File: config.mk
export PLATFORM = sky130hd
export DESIGN_NAME = fetch_stream_top
export DESIGN_NICKNAME = d
export VERILOG_FILES = /design/src/hdl/fetch_stream_pkg.sv /design/src/hdl/stream_if.sv /design/src/hdl/fetch_issuer.sv /design/src/hdl/fetch_stream_top.sv /design/src/hdl/lfsr27.sv /design/src/hdl/stream_chooser.sv /design/src/hdl/stream_table.sv
export SDC_FILE = /design/constraint.sdc
export NUM_CORES = 1
export LEC_CHECK = 0
export BUFFER_PORTS_ARGS = -buffer_cell sky130_fd_sc_hd__buf_2
export CAP_MARGIN = 0
export CORE_ASPECT_RATIO = 1.5
export CORE_MARGIN = 3
export CORE_UTILIZATION = 35
export DETAILED_ROUTE_END_ITERATION = 8
export PLACE_DENSITY = 0.57
export RECOVER_POWER = 50
export SLEW_MARGIN = 25
export SYNTH_ARGS = -nofsm -noshare
export SYNTH_HDL_FRONTEND = slang
export SYNTH_SLANG_ARGS = --single-unit
File: constraint.sdc
create_clock -name clk -period 4.4 [get_ports clk]
set_input_delay 1.1 -clock clk [delete_from_list [all_inputs] [get_ports clk]]
set_output_delay 1.1 -clock clk [all_outputs]
set_load 0.01 [all_outputs]
File: src/hdl/fetch_stream_pkg.sv
package fetch_stream_pkg;

	// ========================================
	// Sizing of the fetch stream block
	// ========================================

	// Four hardware threads with a primary and an alternate stream each
	localparam int THREADS = 4;
	localparam int XSTREAMS = 2;
	localparam int NSTREAMS = THREADS * XSTREAMS;
	localparam int STREAM_BITS = $clog2(NSTREAMS);

	// Fetch addresses advance by one fetch block per issued request
	localparam int PC_BITS = 32;
	localparam int FETCH_BYTES = 16;

	// The probability of a thread is one byte compared against the LFSR
	localparam int PROB_BITS = 8;

	// Requests in flight to the instruction cache are limited by credits
	localparam int CREDITS = 4;
	localparam int CREDIT_BITS = $clog2(CREDITS + 1);

	// Galois LFSR for x^27 + x^5 + x^2 + x + 1, shifting toward bit 0
	localparam int LFSR_BITS = 27;
	localparam logic [LFSR_BITS-1:0] LFSR_SEED = 27'h1;
	localparam logic [LFSR_BITS-1:0] LFSR_TAPS = 27'h400_0013;

	// ========================================
	// Types
	// ========================================

	// Names the active stream, valid low means no stream is active
	typedef struct packed {
		logic valid;
		logic [STREAM_BITS-1:0] stream;
	} pc_stream_t;

	typedef logic [PC_BITS-1:0] pc_address_t;

	// Commands from outside logic that edit the stream table
	typedef enum logic [1:0] {
		CMD_NONE = 2'd0,
		CMD_SET = 2'd1,
		CMD_KILL = 2'd2
	} stream_cmd_e;

endpackage

File: src/hdl/stream_if.sv
interface stream_if
	import fetch_stream_pkg::*;
();

	// One enable bit per stream, bit n belongs to stream n
	logic [NSTREAMS-1:0] strm_bitmap;

	// Current fetch address of every stream
	pc_address_t [NSTREAMS-1:0] pcs;

	// Advance request, the named stream steps by one fetch block
	logic adv_valid;
	logic [STREAM_BITS-1:0] adv_stream;

	// The table owns the stream state and applies advances
	modport tbl (output strm_bitmap, output pcs, input adv_valid, input adv_stream);

	// The chooser only looks at which streams are enabled
	modport chooser (input strm_bitmap);

	// The issuer reads addresses and asks for the advance
	modport issuer (input pcs, input strm_bitmap, output adv_valid, output adv_stream);

endinterface

File: src/hdl/fetch_issuer.sv
module fetch_issuer
	import fetch_stream_pkg::*;
(
	input  logic clk,
	input  logic rst,
	input  pc_stream_t act_stream,
	input  logic credit_return,
	stream_if.issuer strm,
	output logic fetch_valid,
	output logic [STREAM_BITS-1:0] fetch_stream,
	output pc_address_t fetch_pc
);

	logic [CREDIT_BITS-1:0] credits;
	logic issue;

	// ========================================
	// Issue decision
	// ========================================

	// A credit coming back this cycle can be spent right away
	assign issue = act_stream.valid && strm.strm_bitmap[act_stream.stream] &&
		((credits != '0) || credit_return);

	// The table steps the stream address at the same edge the request registers
	assign strm.adv_valid = issue;
	assign strm.adv_stream = act_stream.stream;

	// Credits go down by one per issue and up by one per return
	always_ff @(posedge clk) begin
		if (rst) begin
			credits <= CREDIT_BITS'(CREDITS);
		end else begin
			case ({issue, credit_return})
				2'b10: credits <= credits - 1'b1;
				2'b01: credits <= credits + 1'b1;
				default: credits <= credits;
			endcase
		end
	end

	// ========================================
	// Request register
	// ========================================

	always_ff @(posedge clk) begin
		if (rst)
			fetch_valid <= 1'b0;
		else
			fetch_valid <= issue;
	end

	// Address before the advance, only loaded when a request goes out
	always_ff @(posedge clk) begin
		if (issue) begin
			fetch_stream <= act_stream.stream;
			fetch_pc <= strm.pcs[act_stream.stream];
		end
	end

	// The cache never holds more requests than there are credits
	a_credit_range: assert property (@(posedge clk) disable iff (rst)
		credits <= CREDIT_BITS'(CREDITS));

	// A return with nothing outstanding would push the count past full
	a_no_extra_return: assert property (@(posedge clk) disable iff (rst)
		(credit_return && !issue) |-> (credits != CREDIT_BITS'(CREDITS)));

endmodule

File: src/hdl/fetch_stream_top.sv
module fetch_stream_top
	import fetch_stream_pkg::*;
(
	input  logic clk,
	input  logic rst,
	input  logic [THREADS-1:0][PROB_BITS-1:0] thread_probability,
	input  logic is_buffered,
	input  logic cmd_valid,
	input  stream_cmd_e cmd_kind,
	input  logic [STREAM_BITS-1:0] cmd_stream,
	input  pc_address_t cmd_pc,
	input  logic credit_return,
	output logic fetch_valid,
	output logic [STREAM_BITS-1:0] fetch_stream,
	output pc_address_t fetch_pc,
	output pc_stream_t act_stream
);

	// Stream state shared by the table, chooser and issuer
	stream_if strm ();

	// ========================================
	// Stream table
	// ========================================

	stream_table stream_table_i (
		.clk        (clk),
		.rst        (rst),
		.cmd_valid  (cmd_valid),
		.cmd_kind   (cmd_kind),
		.cmd_stream (cmd_stream),
		.cmd_pc     (cmd_pc),
		.strm       (strm.tbl)
	);

	// Picks the active stream from the enabled ones
	stream_chooser stream_chooser_i (
		.clk                (clk),
		.rst                (rst),
		.thread_probability (thread_probability),
		.is_buffered        (is_buffered),
		.strm               (strm.chooser),
		.act_stream         (act_stream)
	);

	// Sends requests for the active stream while credits last
	fetch_issuer fetch_issuer_i (
		.clk           (clk),
		.rst           (rst),
		.act_stream    (act_stream),
		.credit_return (credit_return),
		.strm          (strm.issuer),
		.fetch_valid   (fetch_valid),
		.fetch_stream  (fetch_stream),
		.fetch_pc      (fetch_pc)
	);

endmodule

File: src/hdl/lfsr27.sv
module lfsr27
	import fetch_stream_pkg::*;
(
	input  logic clk,
	input  logic rst,
	output logic [LFSR_BITS-1:0] lfsr_out
);

	logic feedback;
	logic [LFSR_BITS-1:0] shifted;

	// Bit 0 leaves the register and folds back into the tap positions
	assign feedback = lfsr_out[0];
	assign shifted = {1'b0, lfsr_out[LFSR_BITS-1:1]};

	// One step per clock, never reaching the all-zero lock-up state
	// as long as the seed is nonzero
	always_ff @(posedge clk) begin
		if (rst) begin
			lfsr_out <= LFSR_SEED;
		end else if (feedback) begin
			lfsr_out <= shifted ^ LFSR_TAPS;
		end else begin
			lfsr_out <= shifted;
		end
	end

	// An all-zero register would freeze the stream selection
	a_lfsr_nonzero: assert property (@(posedge clk) disable iff (rst)
		lfsr_out != '0);

endmodule

File: src/hdl/stream_chooser.sv
module stream_chooser
	import fetch_stream_pkg::*;
(
	input  logic clk,
	input  logic rst,
	input  logic [THREADS-1:0][PROB_BITS-1:0] thread_probability,
	input  logic is_buffered,
	stream_if.chooser strm,
	output pc_stream_t act_stream
);

	logic [LFSR_BITS-1:0] lfsr_val;
	logic [PROB_BITS-1:0] rnd;
	pc_stream_t pick;

	// Free running random source, one new word every cycle
	lfsr27 lfsr27_i (
		.clk      (clk),
		.rst      (rst),
		.lfsr_out (lfsr_val)
	);

	// Only the low byte takes part in the probability compare
	assign rnd = lfsr_val[PROB_BITS-1:0];

	// ========================================
	// Selection of the next active stream
	// ========================================

	// Streams are scanned in index order and a later winner replaces an earlier one
	// A zero probability keeps a thread from ever being picked here
	always_comb begin
		pick = '0;
		for (int i = 0; i < NSTREAMS; i++) begin
			// Any enabled stream of a thread can win at an eighth of the probability,
			// but only while fetch comes from a fetch buffer and not the cache
			if (is_buffered && strm.strm_bitmap[i] &&
				(rnd < (thread_probability[i / XSTREAMS] >> 3))) begin
				pick.valid = 1'b1;
				pick.stream = STREAM_BITS'(i);
			end
			// Primary path at full probability, overriding the alternate win above
			if ((i % XSTREAMS) == 0 && strm.strm_bitmap[i] &&
				(rnd < thread_probability[i / XSTREAMS])) begin
				pick.valid = 1'b1;
				pick.stream = STREAM_BITS'(i);
			end
		end
		// No winner, so stay on the current stream while it is still enabled
		if (!pick.valid && act_stream.valid && strm.strm_bitmap[act_stream.stream])
			pick = act_stream;
	end

	always_ff @(posedge clk) begin
		if (rst)
			act_stream <= '0;
		else
			act_stream <= pick;
	end

	// The registered choice refers to a stream that was enabled one cycle earlier
	a_act_enabled: assert property (@(posedge clk) disable iff (rst)
		act_stream.valid |->
			((($past(strm.strm_bitmap) >> act_stream.stream) & NSTREAMS'(1)) != '0));

endmodule

File: src/hdl/stream_table.sv
module stream_table
	import fetch_stream_pkg::*;
(
	input  logic clk,
	input  logic rst,
	input  logic cmd_valid,
	input  stream_cmd_e cmd_kind,
	input  logic [STREAM_BITS-1:0] cmd_stream,
	input  pc_address_t cmd_pc,
	stream_if.tbl strm
);

	logic [NSTREAMS-1:0] bitmap_q;
	pc_address_t [NSTREAMS-1:0] pcs_q;
	logic [NSTREAMS-1:0] cmd_hit;
	logic [NSTREAMS-1:0] adv_hit;

	// ========================================
	// Decode of commands and advances
	// ========================================

	// One-hot views of which stream the command and the advance target
	always_comb begin
		for (int i = 0; i < NSTREAMS; i++) begin
			cmd_hit[i] = cmd_valid && (cmd_stream == STREAM_BITS'(i));
			adv_hit[i] = strm.adv_valid && (strm.adv_stream == STREAM_BITS'(i));
		end
	end

	// ========================================
	// Stream state
	// ========================================

	// Enable bits change only on commands
	always_ff @(posedge clk) begin
		if (rst) begin
			bitmap_q <= '0;
		end else begin
			for (int i = 0; i < NSTREAMS; i++) begin
				if (cmd_hit[i] && cmd_kind == CMD_SET)
					bitmap_q[i] <= 1'b1;
				else if (cmd_hit[i] && cmd_kind == CMD_KILL)
					bitmap_q[i] <= 1'b0;
			end
		end
	end

	// Fetch addresses
	// A command to a stream wins over an advance of that stream in the same cycle,
	// so a kill also drops the advance and leaves the address where it was
	always_ff @(posedge clk) begin
		for (int i = 0; i < NSTREAMS; i++) begin
			if (cmd_hit[i]) begin
				if (cmd_kind == CMD_SET)
					pcs_q[i] <= cmd_pc;
			end else if (adv_hit[i]) begin
				pcs_q[i] <= pcs_q[i] + PC_BITS'(FETCH_BYTES);
			end
		end
	end

	assign strm.strm_bitmap = bitmap_q;
	assign strm.pcs = pcs_q;

	// A valid command must be a set or a kill because any command blocks the advance of its stream
	a_cmd_known: assert property (@(posedge clk) disable iff (rst)
		cmd_valid |-> (cmd_kind == CMD_SET || cmd_kind == CMD_KILL));

endmodule

==> impl_metrics.json <==
{
  "max_cap_violations": 3,
  "synth_area_leader_cell": "edfxtp_1",
  "wl_per_cell_um": 21.9,
  "arrival_ns": 2.45,
  "setup_viol": 0,
  "clock_sinks": 334,
  "synth_nets": 2005,
  "synthDominantCellAreaShare": 0.444,
  "async_reset_ff_frac": 0,
  "vias_per_cell": 5.50,
  "synth-edff-count": 291,
  "core_um2": 55200,
  "end_kind": "primary output",
  "drv_slew": 149,
  "grt_usage": 0.198,
  "worstPathRequired_ns": 3.30,
  "grt_pass1_vias": 14900,
  "avgSynthCellArea_um2": 10.5,
  "tns_ns": 0,
  "ys.flop_type": "edfxtp_1",
  "synthCells": 1878,
  "hold_path.class": "register to register",
  "path_max_fanout": 40,
  "io_pins": 114,
  "grt-ovfl-total": 0,
  "nets": 2070,
  "yosys_register_bits": 334,
  "io_buffers": 113,
  "slew_headroom": -0.433,
  "clkTransAtPathRegs_ns": 0.06,
  "drtIter0Drc": 976,
  "synth.cell_area_um2": 19700,
  "worstSkewPairLatency_ns": 0.55,
  "finalPower_mw": 7.30,
  "grt_setup_unrepaired": "false",
  "multiInputGateArea_um2": 9610,
  "num_vias": 14700,
  "fp.dieW_um": 200,
  "wirelength_um": 58400,
  "cts_tree": "done",
  "cp_slowest_cell": "clkbuf_2",
  "cp_top_family": "buffers and inverters",
  "fmax_ghz": 0.282,
  "grt_max_degree": 63,
  "path_buf_inv": 2,
  "synthDistinctLibCells": 55,
  "vdd_ir_drop_max_uv": 260,
  "grt_pass1_wl_um": 89400,
  "min_period_ns": 3.55,
  "fin_skew_ns": 0.0387,
  "crit_chain": "clkbuf_2 -> buf_2",
  "run_status": "finished with violations",
  "die_height_um": 297,
  "htree_levels": 2,
  "seqCellArea_um2": 9610,
  "worst_pin_slew_ns": 2.15,
  "firstDrtPassIters": 5,
  "ant_nets": 0,
  "gp_congestion": 0.880,
  "powerDensity_nw_per_um2": 328,
  "drive_gt1_frac": 0.132,
  "cts-root-buf": "clkbuf_16",
  "cts_inserted_buffers": 38,
  "post-dp-hpwl_um": 43100,
  "yosys-top-cells-area": "edfxtp_1 44%, mux4_2 7.5%, xor2_1 6.2%",
  "antenna_found_initial": 3,
  "synth-seq-area-share": 0.487,
  "critPathKind": "register to primary output",
  "dieArea_um2": 59200,
  "fin_crit_sh": 0.806,
  "cp-start-kind": "register",
  "hold_violations": 0,
  "cts_hold_buf": 0,
  "area_growth_pct": 12.9,
  "initial_utilization": 0.357,
  "postCtsSetupBuffers": 0,
  "leakagePower_nw": 7.25,
  "rows": 105,
  "synth_warnings": 0,
  "crit_path_max_incr_delay_ns": 1.20,
  "failed_checks": "capacitance limit, slew limit",
  "drc": 0,
  "cts_buffer_depth": 3,
  "cts.repair.resized": 0,
  "nFillCells": 5377
}
where the power goes:
group	switching [mW]	leakage [nW]	total [mW]	internal, mW
Clock	1.34	0.633	3.27	1.93
Combinational	0.319	3.70	0.519	0.200
Sequential	0.0503	2.91	3.51	3.46
cells by family (layout without fill, tap and decap cells):
kind of cell    after synthesis  in the layout  share of synthesized area
xor+xnor                    212            212                     0.0943
fa+ha+maj                    53             53                     0.0340
other cells                   0              2                          0
flops                       334            334                      0.487
simple gates                716            716                      0.172
buf+inv                     158            251                     0.0319
mux                         105            105                     0.0976
compound gates              300            300                     0.0826
sequential cells by signal, indices dropped and copies added (netlist names):
signal                              flops
stream_chooser_i.lfsr27_i.lfsr_out     27
fetch_issuer_i.credits                  3
fetch_issuer_i.fetch_pc                32
stream_table_i.strm.pcs               256
stream_table_i.strm.strm_bitmap         8
stream_chooser_i.act_stream             4
fetch_issuer_i.fetch_valid              1
fetch_issuer_i.fetch_stream             3
synthesized netlist by cell type (all sizes together), types with 13 or more instances:
library cell and number:
clkbuf 104, edfxtp 291, nand2 205, xor2 139
nand3 90, mux2 36, o21ai 130, inv 42
nand4 46, nor2 219, ha 52, and2 13
mux4 66, and3 38, and4 19, xnor2 73
nor2b 39, a21oi 130, dfxtp 43
layout make-up:
cell class              count  share of cell area
inverters                  42             0.00709
well taps                 695              0.0391
clock buffers              51              0.0507
clock inverters            17             0.00675
repair buffers            141              0.0326
multi-input cells        1386               0.432
diodes                      2            0.000225
flip-flops and latches    334               0.432
path summary, 6_finish.rpt:
check	from	end	slack [ns]	depth (start not counted)
max	stream_chooser_i.act_stream[0]$_SDFFE_PP0N_	act_stream[0]	0.85	2
min	stream_chooser_i.lfsr27_i.lfsr_out[18]$_SDFF_PP0_	stream_chooser_i.lfsr27_i.lfsr_out[17]$_SDFF_PP0_	0.44	1
max reg2reg	stream_chooser_i.act_stream[0]$_SDFFE_PP0N_	stream_table_i.strm.pcs[177]$_DFFE_PP_	0.94	4
min reg2reg	stream_chooser_i.lfsr27_i.lfsr_out[18]$_SDFF_PP0_	stream_chooser_i.lfsr27_i.lfsr_out[17]$_SDFF_PP0_	0.44	1
cell usage in the layout (no fill, tap or decap), drive strengths merged, types with 3 or more instances in the layout:
cell	instances
nand2	205
or3	3
mux2i	3
nor2	219
and3b	3
clkbuf	105
nand3	90
and3	38
buf	87
nand4	46
a211o	8
nor2b	39
nor3	9
nand2b	5
nor4	5
mux2	36
or4	3
ha	52
a211oi	9
clkinv	10
and2b	3
o22ai	4
o21ai	130
dfxtp	43
nand3b	5
edfxtp	291
a31oi	6
inv	45
mux4	66
xnor2	73
a21oi	130
and4	19
o32ai	4
and2	13
xor2	139
or2	5
metal layers:
| metal | GRT usage | vias to the layer above | share of wire |
|---|---|---|---|
| met3 | 0.0334 | 123 | 0.057 |
| met4 | 0.0731 | 2 | 0.038 |
| met1 | 0.230 | 7183 | 0.38 |
| met5 | 0 | - | 0.00019 |
| li1 | - | 6922 | - |
| met2 | 0.364 | 440 | 0.52 |
per-stage QoR:
step | util | cells | cell area [um^2] | worst slack [ns] | hold slack [ns]
3_5_place_dp | 0.381 | 2597 | 21000 | 0.889 | 0.424
6_report | 0.403 | 2668 | 22200 | 0.855 | 0.436
3_3_place_gp | 0.381 | 2596 | 21000 | 0.936 | 0.421
5_1_grt | 0.403 | 2666 | 22200 | 0.581 | 0.459
4_1_cts | 0.405 | 2665 | 22300 | 1.10 | 0.442
2_1_floorplan | - | 1878 | 19700 | 0.00157 | 0.414
Power figures use the tool's default switching activity.
